$ cat src/soc_consts.svh
//----------------------------------------
// Address map and decode slice constants
// Register index slice, timer channel count
//----------------------------------------

`ifndef SOC_CONSTS_SVH
`define SOC_CONSTS_SVH

// Slave decode field, upper address bits
`define SOC_DEC_MSB 31
`define SOC_DEC_LSB 17

// Decode values of the two peripherals
`define SOC_TIMER_BASE 15'h7001
`define SOC_GPIO_BASE 15'h7002

// Word register index inside a slave
`define SOC_REG_MSB 4
`define SOC_REG_LSB 2

// Compare timer channels
`define SOC_NUM_TIMERS 2

`endif

$ cat src/soc_bus_pkg.sv
//----------------------------------------
// Wishbone bus types, slave selection enum
// Byte-select merge helper
//----------------------------------------

package soc_bus_pkg;

	// Classic Wishbone, 32-bit data path
	typedef logic [31:0] wb_adr_t;
	typedef logic [31:0] wb_dat_t;
	typedef logic [3:0]  wb_sel_t;

	// Decoder result
	typedef enum logic [1:0] {
		SLV_TIMER = 2'd0,
		SLV_GPIO  = 2'd1,
		SLV_NONE  = 2'd2
	} slave_sel_e;

	// Replace the selected bytes of old_val with new_val
	function automatic wb_dat_t wb_merge(wb_dat_t old_val, wb_dat_t new_val, wb_sel_t sel);
		wb_dat_t res;
		res = old_val;
		for (int i = 0; i < $bits(wb_sel_t); i++) begin
			if (sel[i]) begin
				res[8*i +: 8] = new_val[8*i +: 8];
			end
		end
		return res;
	endfunction

endpackage

$ cat src/soc_periph_pkg.sv
//----------------------------------------
// Peripheral register index enums
// Timer control bit layout
//----------------------------------------

package soc_periph_pkg;

	// Timer word registers, channel in bit 2
	typedef enum logic [2:0] {
		TCR0 = 3'd0,
		CMP0 = 3'd1,
		CNT0 = 3'd2,
		TCR1 = 3'd4,
		CMP1 = 3'd5,
		CNT1 = 3'd6
	} timer_reg_e;

	// Timer control, low nibble of TCRx
	// trig is sticky, cleared by writing 1
	typedef struct packed {
		logic trig;
		logic irqen;
		logic ar;
		logic en;
	} timer_ctrl_t;

	// GPIO word registers
	typedef enum logic [2:0] {
		GPIO_IN       = 3'd0,
		GPIO_OUT      = 3'd1,
		GPIO_OE       = 3'd2,
		GPIO_IRQ_MASK = 3'd3,
		GPIO_IRQ_STAT = 3'd4
	} gpio_reg_e;

endpackage

$ cat src/wb_slave_mux.sv
//----------------------------------------
// Wishbone address decoder and slave mux
// Default response for unmapped addresses
//----------------------------------------

`include "soc_consts.svh"

module wb_slave_mux
	import soc_bus_pkg::*;
(
	input  logic    clk,
	input  logic    rst_n_i,
	// From master
	input  wb_adr_t wb_adr_i,
	input  logic    wb_cyc_i,
	input  logic    wb_stb_i,
	// Strobes to slaves
	output logic    tmr_stb_o,
	output logic    gpio_stb_o,
	// Slave responses
	input  logic    tmr_ack_i,
	input  logic    gpio_ack_i,
	input  wb_dat_t tmr_dat_i,
	input  wb_dat_t gpio_dat_i,
	// To master
	output wb_dat_t wb_dat_o,
	output logic    wb_ack_o
);

	logic [`SOC_DEC_MSB-`SOC_DEC_LSB:0] dec_field;
	slave_sel_e slv_sel;
	logic       bus_req;
	logic       none_ack;

	//----------------------------------------
	// Address decode
	//----------------------------------------
	assign dec_field = wb_adr_i[`SOC_DEC_MSB:`SOC_DEC_LSB];

	always_comb begin
		if (dec_field == `SOC_TIMER_BASE) begin
			slv_sel = SLV_TIMER;
		end else if (dec_field == `SOC_GPIO_BASE) begin
			slv_sel = SLV_GPIO;
		end else begin
			slv_sel = SLV_NONE;
		end
	end

	// Active cycle from the master
	assign bus_req = wb_cyc_i & wb_stb_i;

	// One strobe at most
	assign tmr_stb_o  = bus_req && (slv_sel == SLV_TIMER);
	assign gpio_stb_o = bus_req && (slv_sel == SLV_GPIO);

	// Unmapped access, own single-cycle ack
	always_ff @(posedge clk or negedge rst_n_i) begin
		if (!rst_n_i) begin
			none_ack <= 1'b0;
		end else begin
			none_ack <= bus_req && (slv_sel == SLV_NONE) && !none_ack;
		end
	end

	//----------------------------------------
	// Response combining
	//----------------------------------------
	assign wb_ack_o = tmr_ack_i | gpio_ack_i | none_ack;

	// Data from whoever acked, zero otherwise
	always_comb begin
		if (tmr_ack_i) begin
			wb_dat_o = tmr_dat_i;
		end else if (gpio_ack_i) begin
			wb_dat_o = gpio_dat_i;
		end else begin
			wb_dat_o = '0;
		end
	end

endmodule

$ cat src/wb_timer.sv
//----------------------------------------
// Two-channel compare timer, Wishbone slave
// Control, compare and counter per channel
//----------------------------------------

`include "soc_consts.svh"

module wb_timer
	import soc_bus_pkg::*;
	import soc_periph_pkg::*;
(
	input  logic                       clk,
	input  logic                       rst_n_i,
	// Bus side
	input  logic                       stb_i,
	input  logic                       wb_we_i,
	input  wb_adr_t                    wb_adr_i,
	input  wb_dat_t                    wb_dat_i,
	input  wb_sel_t                    wb_sel_i,
	output wb_dat_t                    wb_dat_o,
	output logic                       ack_o,
	// One line per channel
	output logic [`SOC_NUM_TIMERS-1:0] irq_o
);

	timer_reg_e  reg_sel;
	timer_ctrl_t wr_ctrl;
	logic        bus_acc;
	logic        bus_wr;

	timer_ctrl_t tcr [`SOC_NUM_TIMERS];
	wb_dat_t     cmp [`SOC_NUM_TIMERS];
	wb_dat_t     cnt [`SOC_NUM_TIMERS];

	logic [`SOC_NUM_TIMERS-1:0] hit;
	logic [`SOC_NUM_TIMERS-1:0] wr_tcr;
	logic [`SOC_NUM_TIMERS-1:0] wr_cmp;
	logic [`SOC_NUM_TIMERS-1:0] wr_cnt;

	//----------------------------------------
	// Bus decode
	//----------------------------------------
	assign reg_sel = timer_reg_e'(wb_adr_i[`SOC_REG_MSB:`SOC_REG_LSB]);
	assign wr_ctrl = timer_ctrl_t'(wb_dat_i[$bits(timer_ctrl_t)-1:0]);

	// First strobe cycle only
	assign bus_acc = stb_i & ~ack_o;
	assign bus_wr  = bus_acc & wb_we_i;

	always_comb begin
		wr_tcr = '0;
		wr_cmp = '0;
		wr_cnt = '0;
		if (bus_wr) begin
			case (reg_sel)
				TCR0: wr_tcr[0] = 1'b1;
				CMP0: wr_cmp[0] = 1'b1;
				CNT0: wr_cnt[0] = 1'b1;
				TCR1: wr_tcr[1] = 1'b1;
				CMP1: wr_cmp[1] = 1'b1;
				CNT1: wr_cnt[1] = 1'b1;
				default: ;
			endcase
		end
	end

	// Single-cycle ack
	always_ff @(posedge clk or negedge rst_n_i) begin
		if (!rst_n_i) begin
			ack_o <= 1'b0;
		end else begin
			ack_o <= bus_acc;
		end
	end

	//----------------------------------------
	// Channels
	//----------------------------------------
	// Running counter reached its compare value
	always_comb begin
		for (int ch = 0; ch < `SOC_NUM_TIMERS; ch++) begin
			hit[ch] = tcr[ch].en && (cnt[ch] == cmp[ch]);
			irq_o[ch] = tcr[ch].trig & tcr[ch].irqen;
		end
	end

	always_ff @(posedge clk or negedge rst_n_i) begin
		if (!rst_n_i) begin
			for (int ch = 0; ch < `SOC_NUM_TIMERS; ch++) begin
				tcr[ch] <= '0;
				cmp[ch] <= '0;
				cnt[ch] <= '0;
			end
		end else begin
			for (int ch = 0; ch < `SOC_NUM_TIMERS; ch++) begin
				// Control, only the low byte carries bits
				if (wr_tcr[ch] && wb_sel_i[0]) begin
					tcr[ch].en    <= wr_ctrl.en;
					tcr[ch].ar    <= wr_ctrl.ar;
					tcr[ch].irqen <= wr_ctrl.irqen;
				end else if (hit[ch] && !tcr[ch].ar) begin
					// One-shot stops on match
					tcr[ch].en <= 1'b0;
				end
				// New match wins over a clear in the same cycle
				tcr[ch].trig <= hit[ch] |
					(tcr[ch].trig & ~(wr_tcr[ch] & wb_sel_i[0] & wr_ctrl.trig));

				if (wr_cmp[ch]) begin
					cmp[ch] <= wb_merge(cmp[ch], wb_dat_i, wb_sel_i);
				end

				// Counter, bus load first
				if (wr_cnt[ch]) begin
					cnt[ch] <= wb_merge(cnt[ch], wb_dat_i, wb_sel_i);
				end else if (hit[ch]) begin
					if (tcr[ch].ar) begin
						cnt[ch] <= '0;
					end
				end else if (tcr[ch].en) begin
					cnt[ch] <= cnt[ch] + 32'd1;
				end
			end
		end
	end

	//----------------------------------------
	// Read data, valid with ack
	//----------------------------------------
	always_ff @(posedge clk) begin
		if (bus_acc) begin
			case (reg_sel)
				TCR0: wb_dat_o <= 32'(tcr[0]);
				CMP0: wb_dat_o <= cmp[0];
				CNT0: wb_dat_o <= cnt[0];
				TCR1: wb_dat_o <= 32'(tcr[1]);
				CMP1: wb_dat_o <= cmp[1];
				CNT1: wb_dat_o <= cnt[1];
				default: wb_dat_o <= '0;
			endcase
		end
	end

endmodule

$ cat src/wb_gpio.sv
//----------------------------------------
// 32-bit GPIO, Wishbone slave
// Input sync, rising-edge interrupts
//----------------------------------------

`include "soc_consts.svh"

module wb_gpio
	import soc_bus_pkg::*;
	import soc_periph_pkg::*;
(
	input  logic        clk,
	input  logic        rst_n_i,
	// Bus side
	input  logic        stb_i,
	input  logic        wb_we_i,
	input  wb_adr_t     wb_adr_i,
	input  wb_dat_t     wb_dat_i,
	input  wb_sel_t     wb_sel_i,
	output wb_dat_t     wb_dat_o,
	output logic        ack_o,
	// Pins
	input  logic [31:0] gpio_in_i,
	output logic [31:0] gpio_out_o,
	output logic [31:0] gpio_oe_o,
	output logic        irq_o
);

	gpio_reg_e   reg_sel;
	logic        bus_acc;
	logic        bus_wr;
	logic [31:0] in_meta;
	logic [31:0] in_sync;
	logic [31:0] in_prev;
	logic [31:0] irq_mask;
	logic [31:0] irq_stat;
	logic [31:0] rise;
	logic [31:0] stat_clr;

	assign reg_sel = gpio_reg_e'(wb_adr_i[`SOC_REG_MSB:`SOC_REG_LSB]);
	assign bus_acc = stb_i & ~ack_o;
	assign bus_wr  = bus_acc & wb_we_i;

	always_ff @(posedge clk or negedge rst_n_i) begin
		if (!rst_n_i) begin
			ack_o <= 1'b0;
		end else begin
			ack_o <= bus_acc;
		end
	end

	//----------------------------------------
	// Input synchronizer and edge detect
	//----------------------------------------
	always_ff @(posedge clk or negedge rst_n_i) begin
		if (!rst_n_i) begin
			in_meta <= '0;
			in_sync <= '0;
			in_prev <= '0;
		end else begin
			in_meta <= gpio_in_i;
			in_sync <= in_meta;
			in_prev <= in_sync;
		end
	end

	// Masked low-to-high transitions
	assign rise = in_sync & ~in_prev & irq_mask;

	// Write-1-to-clear, selected bytes only
	assign stat_clr = (bus_wr && reg_sel == GPIO_IRQ_STAT) ?
		wb_merge('0, wb_dat_i, wb_sel_i) : '0;

	//----------------------------------------
	// Registers
	//----------------------------------------
	always_ff @(posedge clk or negedge rst_n_i) begin
		if (!rst_n_i) begin
			gpio_out_o <= '0;
			gpio_oe_o  <= '0;
			irq_mask   <= '0;
			irq_stat   <= '0;
		end else begin
			if (bus_wr) begin
				case (reg_sel)
					GPIO_OUT:      gpio_out_o <= wb_merge(gpio_out_o, wb_dat_i, wb_sel_i);
					GPIO_OE:       gpio_oe_o  <= wb_merge(gpio_oe_o, wb_dat_i, wb_sel_i);
					GPIO_IRQ_MASK: irq_mask   <= wb_merge(irq_mask, wb_dat_i, wb_sel_i);
					default: ;
				endcase
			end
			// A fresh edge beats a clear
			irq_stat <= (irq_stat & ~stat_clr) | rise;
		end
	end

	assign irq_o = |irq_stat;

	// Read data, valid with ack
	always_ff @(posedge clk) begin
		if (bus_acc) begin
			case (reg_sel)
				GPIO_IN:       wb_dat_o <= in_sync;
				GPIO_OUT:      wb_dat_o <= gpio_out_o;
				GPIO_OE:       wb_dat_o <= gpio_oe_o;
				GPIO_IRQ_MASK: wb_dat_o <= irq_mask;
				GPIO_IRQ_STAT: wb_dat_o <= irq_stat;
				default:       wb_dat_o <= '0;
			endcase
		end
	end

endmodule

$ cat src/periph_subsys.sv
//----------------------------------------
// Peripheral subsystem top level
// Slave mux, compare timer, GPIO
// Active-low interrupt vector
//----------------------------------------

module periph_subsys
	import soc_bus_pkg::*;
(
	input  logic        clk,
	input  logic        rst_n_i,
	// Wishbone slave port
	input  wb_adr_t     wb_adr_i,
	input  wb_dat_t     wb_dat_i,
	input  wb_sel_t     wb_sel_i,
	input  logic        wb_we_i,
	input  logic        wb_cyc_i,
	input  logic        wb_stb_i,
	output wb_dat_t     wb_dat_o,
	output logic        wb_ack_o,
	// GPIO pins
	input  logic [31:0] gpio_in_i,
	output logic [31:0] gpio_out_o,
	output logic [31:0] gpio_oe_o,
	// Interrupts
	output logic [2:0]  irq_n_o
);

	logic       tmr_stb;
	logic       gpio_stb;
	logic       tmr_ack;
	logic       gpio_ack;
	wb_dat_t    tmr_dat;
	wb_dat_t    gpio_dat;
	logic [1:0] tmr_irq;
	logic       gpio_irq;

	//----------------------------------------
	// Decode and response combining
	//----------------------------------------
	wb_slave_mux slave_mux0 (
		.clk        (clk),
		.rst_n_i    (rst_n_i),
		.wb_adr_i   (wb_adr_i),
		.wb_cyc_i   (wb_cyc_i),
		.wb_stb_i   (wb_stb_i),
		.tmr_stb_o  (tmr_stb),
		.gpio_stb_o (gpio_stb),
		.tmr_ack_i  (tmr_ack),
		.gpio_ack_i (gpio_ack),
		.tmr_dat_i  (tmr_dat),
		.gpio_dat_i (gpio_dat),
		.wb_dat_o   (wb_dat_o),
		.wb_ack_o   (wb_ack_o)
	);

	//----------------------------------------
	// Peripherals
	//----------------------------------------
	wb_timer timer0 (
		.clk      (clk),
		.rst_n_i  (rst_n_i),
		.stb_i    (tmr_stb),
		.wb_we_i  (wb_we_i),
		.wb_adr_i (wb_adr_i),
		.wb_dat_i (wb_dat_i),
		.wb_sel_i (wb_sel_i),
		.wb_dat_o (tmr_dat),
		.ack_o    (tmr_ack),
		.irq_o    (tmr_irq)
	);

	wb_gpio gpio0 (
		.clk        (clk),
		.rst_n_i    (rst_n_i),
		.stb_i      (gpio_stb),
		.wb_we_i    (wb_we_i),
		.wb_adr_i   (wb_adr_i),
		.wb_dat_i   (wb_dat_i),
		.wb_sel_i   (wb_sel_i),
		.wb_dat_o   (gpio_dat),
		.ack_o      (gpio_ack),
		.gpio_in_i  (gpio_in_i),
		.gpio_out_o (gpio_out_o),
		.gpio_oe_o  (gpio_oe_o),
		.irq_o      (gpio_irq)
	);

	// Slot order kept from the full map, UART slot removed
	assign irq_n_o = {~tmr_irq[1], ~gpio_irq, ~tmr_irq[0]};

endmodule

$ cat config.mk
export PLATFORM = sky130hd
export DESIGN_NAME = periph_subsys
export DESIGN_NICKNAME = d
export VERILOG_FILES = /design/src/soc_bus_pkg.sv /design/src/soc_periph_pkg.sv /design/src/wb_slave_mux.sv /design/src/wb_timer.sv /design/src/wb_gpio.sv /design/src/periph_subsys.sv
export VERILOG_INCLUDE_DIRS = /design/src /design/src/src
export SDC_FILE = /design/constraint.sdc
export NUM_CORES = 1
export LEC_CHECK = 0
export BUFFER_PORTS_ARGS = -buffer_cell sky130_fd_sc_hd__buf_2
export CAP_MARGIN = 20
export CORE_ASPECT_RATIO = 1.5
export CORE_MARGIN = 5
export CORE_UTILIZATION = 60
export CTS_BUF_LIST = sky130_fd_sc_hd__clkbuf_16
export DETAILED_ROUTE_END_ITERATION = 6
export HOLD_SLACK_MARGIN = 0.03
export PLACE_DENSITY = 0.88
export SKIP_LAST_GASP = 1
export SLEW_MARGIN = 20
export SYNTH_ARGS = -nofsm -noshare
export SYNTH_HDL_FRONTEND = slang
export SYNTH_SLANG_ARGS = --single-unit
$ cat constraint.sdc
create_clock -name clk -period 7.3 [get_ports clk]
set_clock_uncertainty 0.1 [all_clocks]
set_input_delay 0.365 -clock clk [delete_from_list [all_inputs] [get_ports clk]]
set_output_delay 0.365 -clock clk [all_outputs]
set_load 0.01 [all_outputs]
==> results.yml <==
run_status:
  outcome: "finished clean"
hold_path:
  min_path_type: "in -> reg"
  min-delay-start: "wb_stb_i"
  min_path_cells: 3
  hold_end: "slave_mux0.none_ack$_DFF_PN0_"
synthesis:
  synth_top_area_share_pct: 46.5
  ys.flop_type: "dfrtp_1"
  synth_top_cell_by_area: "dfrtp_1"
  syn_area_um2: 19500
  syn_area_per_cell_um2: 11.5
  yosysWarnings: 0
  synth_fa_ha_area_share_pct: 0.128
  synthMuxAreaShare_pct: 11.1
  synthXorXnorAreaFrac_pct: 3.09
  ys_types: 62
  ys_ff_latch: 427
  syn_nets: 1809
  synth_edf_count: 64
  ys_top_cells_by_area: "dfrtp_1 (47%), edfxtp_1 (9.8%), mux2_2 (9.2%), a22oi_1 (4.0%), nand2_1 (3.7%)"
  yosys.area_share.simple_pct: 11.4
  synthCells: 1702
  synth_top_family_by_area: "compound AO/OA/AOI/OAI gates"
  synth_compound_area_share_pct: 15.0
  seq_area_frac_synth_pct: 56.3
  synthArstFlopShare_pct: 85.0
worst_setup_path:
  end_kind: "flop"
  r2r_start: "timer0.ack_o$_DFF_PN0_"
  path_buf_inv: 2
  reg2regPathDepth: 8
  crit_top_cell: "buf_4"
  crit_family: "simple AND/OR/NAND/NOR gates"
  crit_path_max_incr_delay_ns: 1.01
  path_class: "reg -> reg"
  r2r_end: "timer0.cnt[25]$_DFFE_PN0P_"
  cpMaxStageDelayCell: "and2_1"
  worstPathCellList: "buf_4, nor2_1, and4_1, and2_1, mux2i_1, buf_4, a21oi_1, o22ai_1"
  ff2ff_setup_slack_ns: 3.40
  required_ns: 7.65
  critical_path_arrival_ns: 4.26
  path_max_fanout: 37
  start_kind: "flop"
global_route:
  gr-total-overflow: 0
  grt_usage_pct: 33.6
  grt_pass1_vias: 16185
  grt_max_degree: 185
  antenna_found_initial: 1
  grt_pass1_wl_mm: 93.9
finish:
  multiInputGateArea_um2: 7990
  area_growth_pct: 14.7
  final_cell_mix: "dfrtp_1 (363), nand2_1 (195), buf_2 (189)"
  final-seq-area_um2: 11000
  final_common_cell: "dfrtp_1"
  antenna_cells: 0
  nNetsFinal: 1994
  nFillCells: 2339
  drive_gt1_share_pct: 23.2
floorplan:
  pin_count: 205
  rows: 81
  core-area_um2: 32400
  fp.dieW_um: 157
  dieArea_um2: 36300
  die_h_um: 231
  floorplan.initialDensity_pct: 60.2
drt:
  vias: 15740
  drtIter0Drc: 1838
  vias_per_cell: 6.75
  wire_per_inst_um: 26.2
  drt_first_pass_iters: 6
  drc: 0
  antenna_left: 0
  wirelength_mm: 61.1
pwr:
  power_density_nw_per_um2: 207
  p_leak_uw: 0.0100
  vdd_drop_max_v: 0.000172
timing:
  worst_pin_slew_ns: 1.20
  setup_violations: 0
  hold_viol_final: 0
  slew_headroom_pct: 19.7
  hold_slack_ns: 0.0642
  fin_setup_tns_ns: 0
  max_freq_ghz: 0.256
  final_max_slew_viol_count: 0
  rsz0062_at_grt: "false"
  fin_crit_sh_pct: 53.5
  layout_min_cycle_time_ns: 3.90
clock_tree:
  clkSinkCount: 427
  cts.clk_slew.worst_paths_ns: 0.06
  htreeDepth: 2
  cts_buffer_depth: 3
  clk_latency_ns: 0.54
  numCtsBuffers: 41
  cts.repair.resized: 0
  cts_tree: "yes"
  cts-root-buf: "clkbuf_16"
  post_cts_buffers: 0
job:
  drv_cap: 0
placement:
  hpwlAfterDp_mm: 41.3
  gp_congestion: 1.01
  portBuffers: 190
==> layer usage <==
layer	GRT usage, %	wire length [µm]	up-vias
met3	5.05	4490	256
met5	0	13	-
met1	40.0	21100	7926
li1	-	-	6689
met4	19.6	4330	2
met2	57.6	31200	867
==> state kept, by name, indices dropped and copies added (netlist names) <==
signal / flops
gpio0.ack_o: 1
gpio0.gpio_oe_o: 32
gpio0.gpio_out_o: 32
gpio0.in_meta: 32
gpio0.in_prev: 32
gpio0.in_sync: 32
gpio0.irq_mask: 32
gpio0.irq_stat: 32
gpio0.wb_dat_o: 32
slave_mux0.none_ack: 1
timer0.ack_o: 1
timer0.cmp: 64
timer0.cnt: 64
timer0.tcr: 8
timer0.wb_dat_o: 32
==> timing repair <==
item                                   in CTS  in global routing
setup endpoints to repair                   0                  0
hold buffers                               33                  0
endpoints found under the hold margin     139                  0
==> Yosys cell counts (5+ instances only) <==
cell         n
o22ai_1     31
inv_1       44
and3_1      19
a21o_1       5
a32oi_1     10
nand3_1     40
nor2_1      68
xor2_1      19
o21ai_1      6
a221o_1     31
and4_1      12
clkbuf_1    88
nand2_1    195
buf_1        6
a22oi_1    105
a21oi_1     37
or3_1        6
o21ai_0     74
xnor2_1     50
nor4_1      20
dfrtp_1    363
o2bb2ai_1   35
a22o_1      45
mux2_2     159
buf_2        5
nor2b_1      5
edfxtp_1    64
mux2i_1     36
nor3_1      26
and2_1       8
nand4_1     35
==> report_power, final <==
part	total (µW)	switching (µW)	internal [µW]
clock network	2000	893	1110
logic	186	130	56.5
registers	2460	13.6	2440
==> worst register-to-register path: stages (launching register included) <==
cell     delay [ns]
dfrtp_1        0.36
buf_4          0.30
nor2_1         0.24
and4_1         0.51
and2_1         1.01
mux2i_1        0.81
buf_4          0.29
a21oi_1        0.06
o22ai_1        0.15
==> cell type report <==
cell class	instances	share of cell area [%]
clock buffers	42	4.69
clock inverters	31	0.821
inverters	44	0.737
multi-input cells	1128	35.7
flip-flops and latches	427	49.1
well taps	415	2.32
repair buffers	245	6.65
==> kinds of logic after synthesis <==
kind of cell,after synthesis
muxes,196
DFF,427
AOI/OAI and AO/OA,401
buffers and inverters,147
and+or+nand+nor,460
xor gates and xnor gates,69
adders and majority gates,2
==> worst max-delay path by stage <==
stage / from / endpoint / slack, ns / cells after the start
floorplan: wb_adr_i[26] / timer0.cnt[26]$_DFFE_PN0P_ / 4.44 / 11
global placement: wb_adr_i[3] / timer0.cnt[50]$_DFFE_PN0P_ / 3.23 / 8
detailed placement: wb_adr_i[3] / timer0.cnt[50]$_DFFE_PN0P_ / 3.11 / 8
CTS: timer0.ack_o$_DFF_PN0_ / timer0.cnt[19]$_DFFE_PN0P_ / 3.45 / 7
global route: timer0.ack_o$_DFF_PN0_ / timer0.cnt[25]$_DFFE_PN0P_ / 3.34 / 8
finish: timer0.ack_o$_DFF_PN0_ / timer0.cnt[25]$_DFFE_PN0P_ / 3.40 / 8
==> through the flow <==
stage	setup slack, ns	instances	total power (µW)	cell area, µm²	util (%)
finish	3.40	2332	4650	22400	69.1
global route	3.34	2332	4790	22400	69.1
CTS	3.45	2331	4660	22400	69.0
detailed placement	3.11	2225	2670	20800	64.1
global placement	3.23	2225	2660	20800	64.1
floorplan	4.44	1702	2550	19500	-
(Power assumes the default switching activity.)
